`config.mk`:
```
export PLATFORM = sky130hd
export DESIGN_NAME = bus_fabric
export DESIGN_NICKNAME = d
export VERILOG_FILES = /design/src/fabric_axi_pkg.sv /design/src/fabric_route_pkg.sv /design/src/fabric_route_if.sv /design/src/fabric_route_ctrl.sv /design/src/fabric_write_switch.sv /design/src/fabric_read_switch.sv /design/src/bus_fabric.sv
export VERILOG_INCLUDE_DIRS = /design/src /design/src/src
export SDC_FILE = /design/constraint.sdc
export NUM_CORES = 1
export LEC_CHECK = 0
export BUFFER_PORTS_ARGS = -buffer_cell sky130_fd_sc_hd__buf_2
export CORE_AREA = 2 2 191 193
export DETAILED_ROUTE_END_ITERATION = 10
export DIE_AREA = 0 0 193 195
export GPL_TIMING_DRIVEN = 0
export PLACE_DENSITY = 0.38
export SETUP_SLACK_MARGIN = 0.3
export SLEW_MARGIN = 30
export SYNTH_ARGS = -nofsm -noshare
export SYNTH_HDL_FRONTEND = slang
export SYNTH_SLANG_ARGS = --single-unit
export TNS_END_PERCENT = 1
```
`constraint.sdc`:
```
create_clock -name clk_i -period 1.8 [get_ports clk_i]
set_input_delay 0.18 -clock clk_i [delete_from_list [all_inputs] [get_ports clk_i]]
set_output_delay 0.18 -clock clk_i [all_outputs]
set_load 0.05 [all_outputs]
```
`src/fabric_cfg.svh`:
```
// Fabric configuration macros
`ifndef FABRIC_CFG_SVH
`define FABRIC_CFG_SVH

// Bus widths
`define FABRIC_ADDR_W 32
`define FABRIC_DATA_W 32
`define FABRIC_ID_W 8
// Beats minus one, as AxLEN
`define FABRIC_LEN_W 8

// Address tag field, inclusive bit positions
`define FABRIC_TAG_MSB 19
`define FABRIC_TAG_LSB 16

// Target tags
// Data RAM, write only
`define FABRIC_TAG_DRAM 4'h1
// Platform-to-core shared RAM, write only
`define FABRIC_TAG_PTC 4'h2
// Core-to-platform shared RAM, read only
`define FABRIC_TAG_CTP 4'h3

`endif

```
`src/fabric_axi_pkg.sv`:
```
// AXI field types
`default_nettype none

`include "fabric_cfg.svh"

package fabric_axi_pkg;

  // Byte address of a burst
  typedef logic [`FABRIC_ADDR_W-1:0] addr_t;
  // One data beat
  typedef logic [`FABRIC_DATA_W-1:0] data_t;
  // One strobe bit per data byte
  typedef logic [`FABRIC_DATA_W/8-1:0] strb_t;
  typedef logic [`FABRIC_ID_W-1:0] id_t;
  // Beats minus one
  typedef logic [`FABRIC_LEN_W-1:0] len_t;
  // OKAY, EXOKAY, SLVERR, DECERR
  typedef logic [1:0] resp_t;

endpackage

`default_nettype wire

```
`src/fabric_route_pkg.sv`:
```
// Route types
`default_nettype none

`include "fabric_cfg.svh"

package fabric_route_pkg;

  // Target select field of an address
  typedef logic [`FABRIC_TAG_MSB-`FABRIC_TAG_LSB:0] tag_t;

  // One burst owns the fabric at a time
  typedef enum logic [1:0] {
    ROUTE_IDLE    = 2'd0,
    ROUTE_DRAM_WR = 2'd1,
    ROUTE_PTC_WR  = 2'd2,
    ROUTE_CTP_RD  = 2'd3
  } route_state_e;

endpackage

`default_nettype wire

```
`src/fabric_route_if.sv`:
```
// Route control interface
`timescale 1ns/1ps
`default_nettype none

interface fabric_route_if;

  // Current route, held for the whole burst
  fabric_route_pkg::route_state_e route;
  // Pulses marking the end of a burst
  logic wr_done;
  logic rd_done;
  // One-hot decodes of the route
  logic route_dram_wr;
  logic route_ptc_wr;
  logic route_ctp_rd;

  // Controller side
  modport ctrl (
    output route,
    output route_dram_wr,
    output route_ptc_wr,
    output route_ctp_rd,
    input  wr_done,
    input  rd_done
  );

  // Write switch side
  modport wr (
    input  route_dram_wr,
    input  route_ptc_wr,
    output wr_done
  );

  // Read switch side
  modport rd (
    input  route_ctp_rd,
    output rd_done
  );

endinterface

`default_nettype wire

```
`src/fabric_route_ctrl.sv`:
```
// Burst route controller
`timescale 1ns/1ps
`default_nettype none

`include "fabric_cfg.svh"

module fabric_route_ctrl (
  input  logic                  clk_i,
  input  logic                  rstn_i,
  // Upstream address requests, looked at only in idle
  input  logic                  aw_valid_i,
  input  fabric_axi_pkg::addr_t aw_addr_i,
  input  logic                  ar_valid_i,
  input  fabric_axi_pkg::addr_t ar_addr_i,
  fabric_route_if.ctrl          route
);

  // Tags cut out of the two request addresses
  fabric_route_pkg::tag_t aw_tag;
  fabric_route_pkg::tag_t ar_tag;
  // Route state register and its next value
  fabric_route_pkg::route_state_e state_q;
  fabric_route_pkg::route_state_e state_d;

  assign aw_tag = aw_addr_i[`FABRIC_TAG_MSB:`FABRIC_TAG_LSB];
  assign ar_tag = ar_addr_i[`FABRIC_TAG_MSB:`FABRIC_TAG_LSB];

  // Next route
  always_comb begin
    state_d = state_q;
    case (state_q)
      fabric_route_pkg::ROUTE_IDLE: begin
        // Data RAM write first, then shared RAM write, then read
        // An unmatched tag leaves the route idle, so it is never accepted
        if (aw_valid_i && (aw_tag == `FABRIC_TAG_DRAM)) begin
          state_d = fabric_route_pkg::ROUTE_DRAM_WR;
        end else if (aw_valid_i && (aw_tag == `FABRIC_TAG_PTC)) begin
          state_d = fabric_route_pkg::ROUTE_PTC_WR;
        end else if (ar_valid_i && (ar_tag == `FABRIC_TAG_CTP)) begin
          state_d = fabric_route_pkg::ROUTE_CTP_RD;
        end
      end
      // Write burst ends on the upstream B handshake
      fabric_route_pkg::ROUTE_DRAM_WR,
      fabric_route_pkg::ROUTE_PTC_WR: begin
        if (route.wr_done) begin
          state_d = fabric_route_pkg::ROUTE_IDLE;
        end
      end
      // Read burst ends on the last R handshake
      fabric_route_pkg::ROUTE_CTP_RD: begin
        if (route.rd_done) begin
          state_d = fabric_route_pkg::ROUTE_IDLE;
        end
      end
    endcase
  end

  always_ff @(posedge clk_i) begin
    if (!rstn_i) begin
      state_q <= fabric_route_pkg::ROUTE_IDLE;
    end else begin
      state_q <= state_d;
    end
  end

  // Route and its one-hot decodes toward the switches
  assign route.route         = state_q;
  assign route.route_dram_wr = (state_q == fabric_route_pkg::ROUTE_DRAM_WR);
  assign route.route_ptc_wr  = (state_q == fabric_route_pkg::ROUTE_PTC_WR);
  assign route.route_ctp_rd  = (state_q == fabric_route_pkg::ROUTE_CTP_RD);

endmodule

`default_nettype wire

```
`src/fabric_write_switch.sv`:
```
// Write channel switch
`timescale 1ns/1ps
`default_nettype none

module fabric_write_switch (
  fabric_route_if.wr              route,
  // Upstream AW
  input  fabric_axi_pkg::id_t     s_awid_i,
  input  fabric_axi_pkg::addr_t   s_awaddr_i,
  input  fabric_axi_pkg::len_t    s_awlen_i,
  input  logic                    s_awvalid_i,
  output logic                    s_awready_o,
  // Upstream W
  input  fabric_axi_pkg::data_t   s_wdata_i,
  input  fabric_axi_pkg::strb_t   s_wstrb_i,
  input  logic                    s_wlast_i,
  input  logic                    s_wvalid_i,
  output logic                    s_wready_o,
  // Upstream B
  output fabric_axi_pkg::id_t     s_bid_o,
  output fabric_axi_pkg::resp_t   s_bresp_o,
  output logic                    s_bvalid_o,
  input  logic                    s_bready_i,
  // Data RAM target
  output fabric_axi_pkg::id_t     dram_awid_o,
  output fabric_axi_pkg::addr_t   dram_awaddr_o,
  output fabric_axi_pkg::len_t    dram_awlen_o,
  output logic                    dram_awvalid_o,
  input  logic                    dram_awready_i,
  output fabric_axi_pkg::data_t   dram_wdata_o,
  output fabric_axi_pkg::strb_t   dram_wstrb_o,
  output logic                    dram_wlast_o,
  output logic                    dram_wvalid_o,
  input  logic                    dram_wready_i,
  input  fabric_axi_pkg::id_t     dram_bid_i,
  input  fabric_axi_pkg::resp_t   dram_bresp_i,
  input  logic                    dram_bvalid_i,
  output logic                    dram_bready_o,
  // Platform-to-core shared RAM target
  output fabric_axi_pkg::id_t     ptc_awid_o,
  output fabric_axi_pkg::addr_t   ptc_awaddr_o,
  output fabric_axi_pkg::len_t    ptc_awlen_o,
  output logic                    ptc_awvalid_o,
  input  logic                    ptc_awready_i,
  output fabric_axi_pkg::data_t   ptc_wdata_o,
  output fabric_axi_pkg::strb_t   ptc_wstrb_o,
  output logic                    ptc_wlast_o,
  output logic                    ptc_wvalid_o,
  input  logic                    ptc_wready_i,
  input  fabric_axi_pkg::id_t     ptc_bid_i,
  input  fabric_axi_pkg::resp_t   ptc_bresp_i,
  input  logic                    ptc_bvalid_i,
  output logic                    ptc_bready_o
);

  // Data RAM side sees the burst only while routed there
  assign dram_awid_o    = route.route_dram_wr ? s_awid_i : '0;
  assign dram_awaddr_o  = route.route_dram_wr ? s_awaddr_i : '0;
  assign dram_awlen_o   = route.route_dram_wr ? s_awlen_i : '0;
  assign dram_awvalid_o = route.route_dram_wr & s_awvalid_i;
  assign dram_wdata_o   = route.route_dram_wr ? s_wdata_i : '0;
  assign dram_wstrb_o   = route.route_dram_wr ? s_wstrb_i : '0;
  assign dram_wlast_o   = route.route_dram_wr & s_wlast_i;
  assign dram_wvalid_o  = route.route_dram_wr & s_wvalid_i;
  assign dram_bready_o  = route.route_dram_wr & s_bready_i;

  // Same steering for the shared RAM side
  assign ptc_awid_o     = route.route_ptc_wr ? s_awid_i : '0;
  assign ptc_awaddr_o   = route.route_ptc_wr ? s_awaddr_i : '0;
  assign ptc_awlen_o    = route.route_ptc_wr ? s_awlen_i : '0;
  assign ptc_awvalid_o  = route.route_ptc_wr & s_awvalid_i;
  assign ptc_wdata_o    = route.route_ptc_wr ? s_wdata_i : '0;
  assign ptc_wstrb_o    = route.route_ptc_wr ? s_wstrb_i : '0;
  assign ptc_wlast_o    = route.route_ptc_wr & s_wlast_i;
  assign ptc_wvalid_o   = route.route_ptc_wr & s_wvalid_i;
  assign ptc_bready_o   = route.route_ptc_wr & s_bready_i;

  // Ready back upstream from the routed target, low in idle
  // Decodes are one-hot, so an OR of the gated terms is a mux
  assign s_awready_o = (route.route_dram_wr & dram_awready_i)
                     | (route.route_ptc_wr & ptc_awready_i);
  assign s_wready_o  = (route.route_dram_wr & dram_wready_i)
                     | (route.route_ptc_wr & ptc_wready_i);

  // B response from the routed target
  assign s_bid_o    = route.route_dram_wr ? dram_bid_i :
                      route.route_ptc_wr  ? ptc_bid_i  : '0;
  assign s_bresp_o  = route.route_dram_wr ? dram_bresp_i :
                      route.route_ptc_wr  ? ptc_bresp_i  : '0;
  assign s_bvalid_o = (route.route_dram_wr & dram_bvalid_i)
                    | (route.route_ptc_wr & ptc_bvalid_i);

  // Burst is over once upstream takes the response
  assign route.wr_done = s_bvalid_o & s_bready_i;

endmodule

`default_nettype wire

```
`src/fabric_read_switch.sv`:
```
// Read channel switch
`timescale 1ns/1ps
`default_nettype none

module fabric_read_switch (
  fabric_route_if.rd              route,
  // Upstream AR
  input  fabric_axi_pkg::id_t     s_arid_i,
  input  fabric_axi_pkg::addr_t   s_araddr_i,
  input  fabric_axi_pkg::len_t    s_arlen_i,
  input  logic                    s_arvalid_i,
  output logic                    s_arready_o,
  // Upstream R
  output fabric_axi_pkg::id_t     s_rid_o,
  output fabric_axi_pkg::data_t   s_rdata_o,
  output fabric_axi_pkg::resp_t   s_rresp_o,
  output logic                    s_rlast_o,
  output logic                    s_rvalid_o,
  input  logic                    s_rready_i,
  // Core-to-platform shared RAM target
  output fabric_axi_pkg::id_t     ctp_arid_o,
  output fabric_axi_pkg::addr_t   ctp_araddr_o,
  output fabric_axi_pkg::len_t    ctp_arlen_o,
  output logic                    ctp_arvalid_o,
  input  logic                    ctp_arready_i,
  input  fabric_axi_pkg::id_t     ctp_rid_i,
  input  fabric_axi_pkg::data_t   ctp_rdata_i,
  input  fabric_axi_pkg::resp_t   ctp_rresp_i,
  input  logic                    ctp_rlast_i,
  input  logic                    ctp_rvalid_i,
  output logic                    ctp_rready_o
);

  // AR reaches the target only in the read route
  assign ctp_arid_o    = route.route_ctp_rd ? s_arid_i : '0;
  assign ctp_araddr_o  = route.route_ctp_rd ? s_araddr_i : '0;
  assign ctp_arlen_o   = route.route_ctp_rd ? s_arlen_i : '0;
  assign ctp_arvalid_o = route.route_ctp_rd & s_arvalid_i;
  assign s_arready_o   = route.route_ctp_rd & ctp_arready_i;

  // R beats upstream, zero outside the read route
  assign s_rid_o      = route.route_ctp_rd ? ctp_rid_i : '0;
  assign s_rdata_o    = route.route_ctp_rd ? ctp_rdata_i : '0;
  assign s_rresp_o    = route.route_ctp_rd ? ctp_rresp_i : '0;
  assign s_rlast_o    = route.route_ctp_rd & ctp_rlast_i;
  assign s_rvalid_o   = route.route_ctp_rd & ctp_rvalid_i;
  assign ctp_rready_o = route.route_ctp_rd & s_rready_i;

  // Last beat taken upstream closes the burst
  // A stalled last beat keeps the route open
  assign route.rd_done = s_rvalid_o & s_rready_i & s_rlast_o;

endmodule

`default_nettype wire

```
`src/bus_fabric.sv`:
```
// AXI4 routing fabric
`timescale 1ns/1ps
`default_nettype none

module bus_fabric (
  input  logic                    clk_i,
  input  logic                    rstn_i,
  // Upstream slave side
  input  fabric_axi_pkg::id_t     s_axi_awid_i,
  input  fabric_axi_pkg::addr_t   s_axi_awaddr_i,
  input  fabric_axi_pkg::len_t    s_axi_awlen_i,
  input  logic                    s_axi_awvalid_i,
  output logic                    s_axi_awready_o,
  input  fabric_axi_pkg::data_t   s_axi_wdata_i,
  input  fabric_axi_pkg::strb_t   s_axi_wstrb_i,
  input  logic                    s_axi_wlast_i,
  input  logic                    s_axi_wvalid_i,
  output logic                    s_axi_wready_o,
  output fabric_axi_pkg::id_t     s_axi_bid_o,
  output fabric_axi_pkg::resp_t   s_axi_bresp_o,
  output logic                    s_axi_bvalid_o,
  input  logic                    s_axi_bready_i,
  input  fabric_axi_pkg::id_t     s_axi_arid_i,
  input  fabric_axi_pkg::addr_t   s_axi_araddr_i,
  input  fabric_axi_pkg::len_t    s_axi_arlen_i,
  input  logic                    s_axi_arvalid_i,
  output logic                    s_axi_arready_o,
  output fabric_axi_pkg::id_t     s_axi_rid_o,
  output fabric_axi_pkg::data_t   s_axi_rdata_o,
  output fabric_axi_pkg::resp_t   s_axi_rresp_o,
  output logic                    s_axi_rlast_o,
  output logic                    s_axi_rvalid_o,
  input  logic                    s_axi_rready_i,
  // Data RAM write master side
  output fabric_axi_pkg::id_t     dram_awid_o,
  output fabric_axi_pkg::addr_t   dram_awaddr_o,
  output fabric_axi_pkg::len_t    dram_awlen_o,
  output logic                    dram_awvalid_o,
  input  logic                    dram_awready_i,
  output fabric_axi_pkg::data_t   dram_wdata_o,
  output fabric_axi_pkg::strb_t   dram_wstrb_o,
  output logic                    dram_wlast_o,
  output logic                    dram_wvalid_o,
  input  logic                    dram_wready_i,
  input  fabric_axi_pkg::id_t     dram_bid_i,
  input  fabric_axi_pkg::resp_t   dram_bresp_i,
  input  logic                    dram_bvalid_i,
  output logic                    dram_bready_o,
  // Platform-to-core shared RAM write master side
  output fabric_axi_pkg::id_t     ptc_awid_o,
  output fabric_axi_pkg::addr_t   ptc_awaddr_o,
  output fabric_axi_pkg::len_t    ptc_awlen_o,
  output logic                    ptc_awvalid_o,
  input  logic                    ptc_awready_i,
  output fabric_axi_pkg::data_t   ptc_wdata_o,
  output fabric_axi_pkg::strb_t   ptc_wstrb_o,
  output logic                    ptc_wlast_o,
  output logic                    ptc_wvalid_o,
  input  logic                    ptc_wready_i,
  input  fabric_axi_pkg::id_t     ptc_bid_i,
  input  fabric_axi_pkg::resp_t   ptc_bresp_i,
  input  logic                    ptc_bvalid_i,
  output logic                    ptc_bready_o,
  // Core-to-platform shared RAM read master side
  output fabric_axi_pkg::id_t     ctp_arid_o,
  output fabric_axi_pkg::addr_t   ctp_araddr_o,
  output fabric_axi_pkg::len_t    ctp_arlen_o,
  output logic                    ctp_arvalid_o,
  input  logic                    ctp_arready_i,
  input  fabric_axi_pkg::id_t     ctp_rid_i,
  input  fabric_axi_pkg::data_t   ctp_rdata_i,
  input  fabric_axi_pkg::resp_t   ctp_rresp_i,
  input  logic                    ctp_rlast_i,
  input  logic                    ctp_rvalid_i,
  output logic                    ctp_rready_o
);

  // Route state and completion events shared by the three blocks
  fabric_route_if u_route_if ();

  // Picks one burst and holds it until done
  fabric_route_ctrl u_route_ctrl (
    .clk_i      (clk_i),
    .rstn_i     (rstn_i),
    .aw_valid_i (s_axi_awvalid_i),
    .aw_addr_i  (s_axi_awaddr_i),
    .ar_valid_i (s_axi_arvalid_i),
    .ar_addr_i  (s_axi_araddr_i),
    .route      (u_route_if.ctrl)
  );

  // AW, W and B steering
  // Target ports share their names with the top, so they connect by name
  fabric_write_switch u_write_switch (
    .route       (u_route_if.wr),
    .s_awid_i    (s_axi_awid_i),
    .s_awaddr_i  (s_axi_awaddr_i),
    .s_awlen_i   (s_axi_awlen_i),
    .s_awvalid_i (s_axi_awvalid_i),
    .s_awready_o (s_axi_awready_o),
    .s_wdata_i   (s_axi_wdata_i),
    .s_wstrb_i   (s_axi_wstrb_i),
    .s_wlast_i   (s_axi_wlast_i),
    .s_wvalid_i  (s_axi_wvalid_i),
    .s_wready_o  (s_axi_wready_o),
    .s_bid_o     (s_axi_bid_o),
    .s_bresp_o   (s_axi_bresp_o),
    .s_bvalid_o  (s_axi_bvalid_o),
    .s_bready_i  (s_axi_bready_i),
    .*
  );

  // AR and R steering
  fabric_read_switch u_read_switch (
    .route       (u_route_if.rd),
    .s_arid_i    (s_axi_arid_i),
    .s_araddr_i  (s_axi_araddr_i),
    .s_arlen_i   (s_axi_arlen_i),
    .s_arvalid_i (s_axi_arvalid_i),
    .s_arready_o (s_axi_arready_o),
    .s_rid_o     (s_axi_rid_o),
    .s_rdata_o   (s_axi_rdata_o),
    .s_rresp_o   (s_axi_rresp_o),
    .s_rlast_o   (s_axi_rlast_o),
    .s_rvalid_o  (s_axi_rvalid_o),
    .s_rready_i  (s_axi_rready_i),
    .*
  );

endmodule

`default_nettype wire

```
== Word-level counts from Yosys, hierarchy flattened ==
Cells that the tools add are included.

* Bits in read-only memories: 0
* Memory bits (writable): 0
* Bits of input ports: 211
* Output and inout bits: 284
* Memories: 0
* Latch bits: 0
* Logic and storage cells: 67
* Register bits after elaboration: 2

* Magnitude comparators: 0
* Shift operators: 0
* Div/mod/pow operators: 0
* Bitwise logic cells: 25
* Multiply operators: 0
* Eq/ne operators: 9
* Multiplexer cells: 26
* Reduce and logical (&&, ||, !) cells: 6
* Add/subtract/negate cells: 0

{| class="wikitable"
|+ Operators with widths
! operator !! number
|-
| 32-bit 2-to-1 mux || 6
|-
| 8-bit 2-to-1 mux || 9
|-
| 1-bit bitwise AND || 22
|-
| 2-bit 2-to-1 mux || 8
|-
| 4-bit by 2-bit equality test with 1-bit output (second input constant) || 2
|-
| 4-bit 2-to-1 mux || 2
|-
| 2-bit case mux with 3 select lines || 1
|-
| 2-bit equality test (second input constant) || 2
|-
| 4-bit by 1-bit equality test with 1-bit output (second input constant) || 1
|-
| 4-bit by 1-bit inequality test with 1-bit output (second input constant) || 1
|-
| 1-bit logical AND || 3
|-
| 1-bit bitwise OR || 3
|-
| 3-bit AND reduction || 1
|-
| 2-bit by 1-bit equality test with 1-bit output (second input constant) || 1
|-
| 2-bit zero test || 1
|-
| 2-bit by 1-bit inequality test with 1-bit output (second input constant) || 1
|-
| 2-bit inequality test (second input constant) || 1
|-
| 2-bit OR reduction || 1
|}

== Depth between registers and ports, before layout ==
* Depth in word-level cells: 6
* Gate-level depth with buffers: 6
* Mapped depth without buffers: 6

== Hierarchy ==
Synthesis repeated with hierarchy kept, for this count alone.

* Cells, all modules: 346
* Area, all modules: 2,257.2 µm²

{| class="wikitable"
|+ By module, submodules not included
! module !! cells each !! instances !! area each (µm²)
|-
| fabric_write_switch || 217 || 1 || 1,347.5
|-
| fabric_read_switch || 106 || 1 || 684.4
|-
| fabric_route_ctrl || 23 || 1 || 225.2
|}

== Worst setup path after synthesis ==
Ideal clock, no wire load.

* Kind: register to output
* Start: register u_route_ctrl.state_q[0], in the netlist u_route_ctrl.route.route[0]
* End: output s_axi_bid_o[0]
* Setup slack: -0.068 ns
* Required time: 1.620 ns
* Cell stages (with the launch flop): 7
* Data arrival time: 1.688 ns
* Buffers on the path: 2
* Cell sequence: dfxtp_1 -> inv_1 -> ha_1 -> clkbuf_1 -> nor2b_1 -> clkbuf_1 -> a22o_1

* Cells in the longest elaborated chain, start to end: 3
* Elaborated cells between the ends (all ways): 4
* Classes of those cells: 2 x eq/ne; 2 x mux

{| class="wikitable"
|+ Ends and longest elaborated chain
! item !! line !! source
|-
| start, declared || fabric_route_ctrl.sv:22 || <nowiki>fabric_route_pkg::route_state_e state_q;</nowiki>
|-
| start signal, assigned || fabric_route_ctrl.sv:61 || <nowiki>state_q <= fabric_route_pkg::ROUTE_IDLE;</nowiki>
|-
| start signal, assigned || fabric_route_ctrl.sv:63 || <nowiki>state_q <= state_d;</nowiki>
|-
| 2-bit equality test || fabric_route_ctrl.sv:70 || <nowiki>assign route.route_ptc_wr = (state_q == fabric_route_pkg::ROUTE_PTC_WR);</nowiki>
|-
| 8-bit 2-to-1 mux || fabric_write_switch.sv:87 || <nowiki>route.route_ptc_wr ? ptc_bid_i : '0;</nowiki>
|-
| 8-bit 2-to-1 mux (*) || fabric_write_switch.sv:86 || <nowiki>assign s_bid_o = route.route_dram_wr ? dram_bid_i :</nowiki>
|-
| end, declared || bus_fabric.sv:19 || <nowiki>output fabric_axi_pkg::id_t s_axi_bid_o,</nowiki>
|}

Mark *: on every way between the ends. The rest lies on a longest branch, timed or not.

== Worst setup path in the final report ==
* Start: register u_route_ctrl.state_q[0], in the netlist u_route_ctrl.route.route[0]
* End: output s_axi_bid_o[5]

The elaborated chain is that of the path after synthesis.

==> results.py <==
metrics = {
    "detailed_routing": {
        "avgViaCountPerCell": 3.38,
        "wl_per_cell_um": 18.7,
        "wirelength_um": 24500,
        "via_count": 4439,
        "drt_pass1_iterations": 4,
        "drt_first_iter_violations": 75,
        "antenna_left": 0,
        "drc": 0,
    },
    "placed_design": {
        "io_buffers": 494,
        "dpl-instance-area_mm2": 0.00529,
        "dpl.hpwl_um": 20200,
        "place_congestion": 0.798,
    },
    "global_routing": {
        "track_usage_pct": 11.9,
        "grt_pass1_vias": 4751,
        "grt_pass1_wl_um": 32100,
        "grt_antenna_before_repair": 8,
        "grt_max_degree": 11,
        "grt-ovfl-total": 0,
    },
    "sta": {
        "min_period_over_period_pct": 101,
        "clock_skew_ns": 0.00115,
        "worst_pin_slew_ns": 0.311,
        "period_needed_ns": 1.82,
        "worst_slack_ns": -0.0226,
        "fmax_ghz": 0.549,
        "final_max_slew_viol_count": 0,
        "setup_violations": 12,
        "hold_viol": 0,
        "rsz0062_at_grt": "true",
        "relSlewSlack_pct": 79.1,
        "worst_hold_slack_ns": 0.228,
    },
    "synth": {
        "synth_cells": 341,
        "syn-num-nets": 556,
        "synth_edf_count": 0,
        "avgSynthCellArea_um2": 6.35,
        "ys_seq_elements": 2,
        "ys_seq_area_share_pct": 1.85,
        "synth_top_area_cell": "and2_1",
        "async_flop_share_pct": 0,
        "synth_flop_cell": "dfxtp_1",
        "synthesis.area_mm2": 0.00216,
        "yosys-top-cells-area": "and2_1, clkbuf_1, a22o_1, ha_1, dfxtp_1",
        "synth_warnings": 0,
        "yosysUniqueCellTypes": 19,
        "synth_top_area_share_pct": 78.0,
        "yosysMostFrequentCell": "and2_1",
        "synth_common_cells": "and2_1, clkbuf_1, a22o_1",
    },
    "floorplan": {
        "row_count": 69,
        "coreArea_mm2": 0.0354,
        "start_util_pct": 6.12,
        "die_width_um": 193,
        "die_h_um": 195,
        "io_pins": 495,
        "dieArea_mm2": 0.0376,
    },
    "worst_setup_path": {
        "crit_start": "u_route_ctrl.route.route[0]$_SDFFE_PN0P_",
        "timing.rr.end": "u_route_ctrl.route.route[0]$_SDFFE_PN0P_",
        "end_kind": "output pin",
        "critPathSlowestCell": "dfxtp_4",
        "cp_common_cell": "clkbuf_16",
        "r2r_start": "u_route_ctrl.route.route[0]$_SDFFE_PN0P_",
        "crit_chain": "buf_6 -> ha_4 -> clkbuf_16 -> clkbuf_16 -> a22o_4 -> buf_8",
        "cp_max_fo": 7,
        "cp_data_arrival_time_ns": 1.64,
        "crit_end": "s_axi_bid_o[5]",
        "cp_data_required_time_ns": 1.62,
        "ff2ff_path_depth": 7,
        "rrSetupSlack_ns": 0.06,
        "cp_top_family": "buffers and inverters",
        "cp_num_cells": 6,
        "critPathMaxStageDelay_ns": 0.35,
        "path_buf_inv": 4,
        "critPathKind": "reg2out",
        "cp-start-kind": "register",
    },
    "power_and_ir_drop": {
        "vdd_drop_max_uv": 468,
        "power.internal_mw": 2.41,
        "netSwitchingPower_mw": 3.28,
        "clockPowerShare_pct": 5.9,
        "pwr-share-seq_pct": 1.4,
        "combPwrFrac_pct": 92.7,
        "swShare_pct": 57.7,
        "power_per_cell_area_mw_per_mm2": 659,
        "leakage_nw": 4.25,
    },
    "clock_network": {
        "htree_levels": 1,
        "root_buffer": "clkbuf_16",
        "path_clk_slew_ns": 0.03,
        "ctsLongestPathBuffers": 2,
        "postCtsHoldBufs": 0,
        "cts_made_buffers": 3,
        "cts_sinks": 2,
        "insertion_delay_ns": 0.22,
        "cts_tree": "yes",
    },
    "min_path": {
        "hold_path_class": "in2reg",
    },
    "run_status": {
        "status": "finished with violations",
        "violations": "setup timing",
    },
    "job": {
        "max_cap_violations": 0,
    },
    "layout": {
        "final_cell_area_mm2": 0.00864,
        "fin_nets": 1062,
        "largest_reg_flops": 2,
        "drive_gt1_share_pct": 83.7,
        "area_growth_pct": 299,
    },
}
[logic make-up (layout without fill, tap and decap cells)]
group                      count (synthesis)  after routing  share of synthesized area, %
AOI/OAI and AO/OA                         20             20                          8.73
adders and majority gates                  4              4                          2.31
buffers and inverters                     36            540                          6.24
DFF                                        2              2                          1.85
other                                      0              6                             0
and+or+nand+nor                          279            279                          80.9
[per-stage QoR]
| step | utilization (%) | setup TNS, ns | std cells | total power [mW] | setup slack [ns] |
|---|---|---|---|---|---|
| 3_5_place_dp | 14.9 | -119.96 | 1296 | 4.01 | -1.19 |
| 2_1_floorplan | - | 0 | 341 | 2.87 | 0.124 |
| 5_1_grt | 24.4 | -1.34 | 1311 | 5.94 | -0.0640 |
| 6_report | 24.4 | -0.127 | 1312 | 5.69 | -0.0226 |
| 4_1_cts | 22.3 | -0.877 | 1305 | 5.54 | -0.0643 |
| 3_3_place_gp | 14.9 | -112.54 | 1296 | 4.01 | -1.13 |
[layer usage]
| metal | vias to the layer above | global-route usage, % | wire length, µm |
|---|---|---|---|
| met3 | 18 | 2.30 | 1850 |
| met2 | 307 | 24.1 | 13600 |
| met5 | - | 0 | 12 |
| li1 | 2066 | - | - |
| met4 | 2 | 2.55 | 308 |
| met1 | 2046 | 12.2 | 8710 |
[worst register-to-register path: cells and delay by family (launching register included)]
| kind | cells | cell delay, ns |
|---|---|---|
| and+or+nand+nor | 1 | 0.18 |
| DFF | 1 | 0.37 |
| buffers and inverters | 2 | 0.18 |
| adders and majority gates | 1 | 0.19 |
| AOI/OAI and AO/OA | 3 | 0.73 |
[cell type report]
class / count / area [µm²]
diodes: 6 / 15.0
flip-flops and latches: 2 / 47.5
fillers: 3741 / 26800
plain buffers: 32 / 514
well taps: 461 / 577
repair buffers: 501 / 4930
multi-input cells: 303 / 2460
inverters: 4 / 17.5
clock buffers: 3 / 75.1
[cell usage in the layout, fill, tap and decap left out, drive strengths merged]
cell type  netlist  final
o21ai            1      1
dfxtp            2      2
o211ai           1      1
nand3            2      2
o32ai            1      1
and2           272    272
inv              4      4
a22o            13     13
nand4b           1      1
nand2            1      1
nand2b           1      1
nor2b            1      1
or3b             1      1
buf              0    511
o31ai            1      1
a221oi           2      2
a21bo            1      1
clkbuf          32     25
ha               4      4
diode            0      6
[power by group through the flow]
| stage | combinational [mW] | sequential (mW) | clock, mW |
|---|---|---|---|
| after floorplan | 2.81 | 0.0625 | 0 |
| after global placement | 3.95 | 0.0639 | 0 |
| after detailed placement | 3.95 | 0.0643 | 0 |
| after CTS | 5.13 | 0.0766 | 0.338 |
| after global routing | 5.51 | 0.0832 | 0.344 |
| final | 5.28 | 0.0803 | 0.335 |
[repair_timing]
action / CTS / global route
setup endpoints to repair: 286 / 286
resized for setup: 759 / 229
cloned: 4 / 0
pin swaps: 14 / 99
buffers inserted: 2 / 1
[how the worst min path moves through the flow]
stage | startpoint | to | depth (start not counted)
detailed placement | rstn_i | u_route_ctrl.route.route[1]$_SDFFE_PN0P_ | 3
global route | rstn_i | u_route_ctrl.route.route[1]$_SDFFE_PN0P_ | 3
CTS | rstn_i | u_route_ctrl.route.route[1]$_SDFFE_PN0P_ | 3
finish | rstn_i | u_route_ctrl.route.route[1]$_SDFFE_PN0P_ | 3
floorplan | rstn_i | u_route_ctrl.route.route[0]$_SDFFE_PN0P_ | 2
global placement | rstn_i | u_route_ctrl.route.route[0]$_SDFFE_PN0P_ | 3
Power figures use the tool's default switching activity.
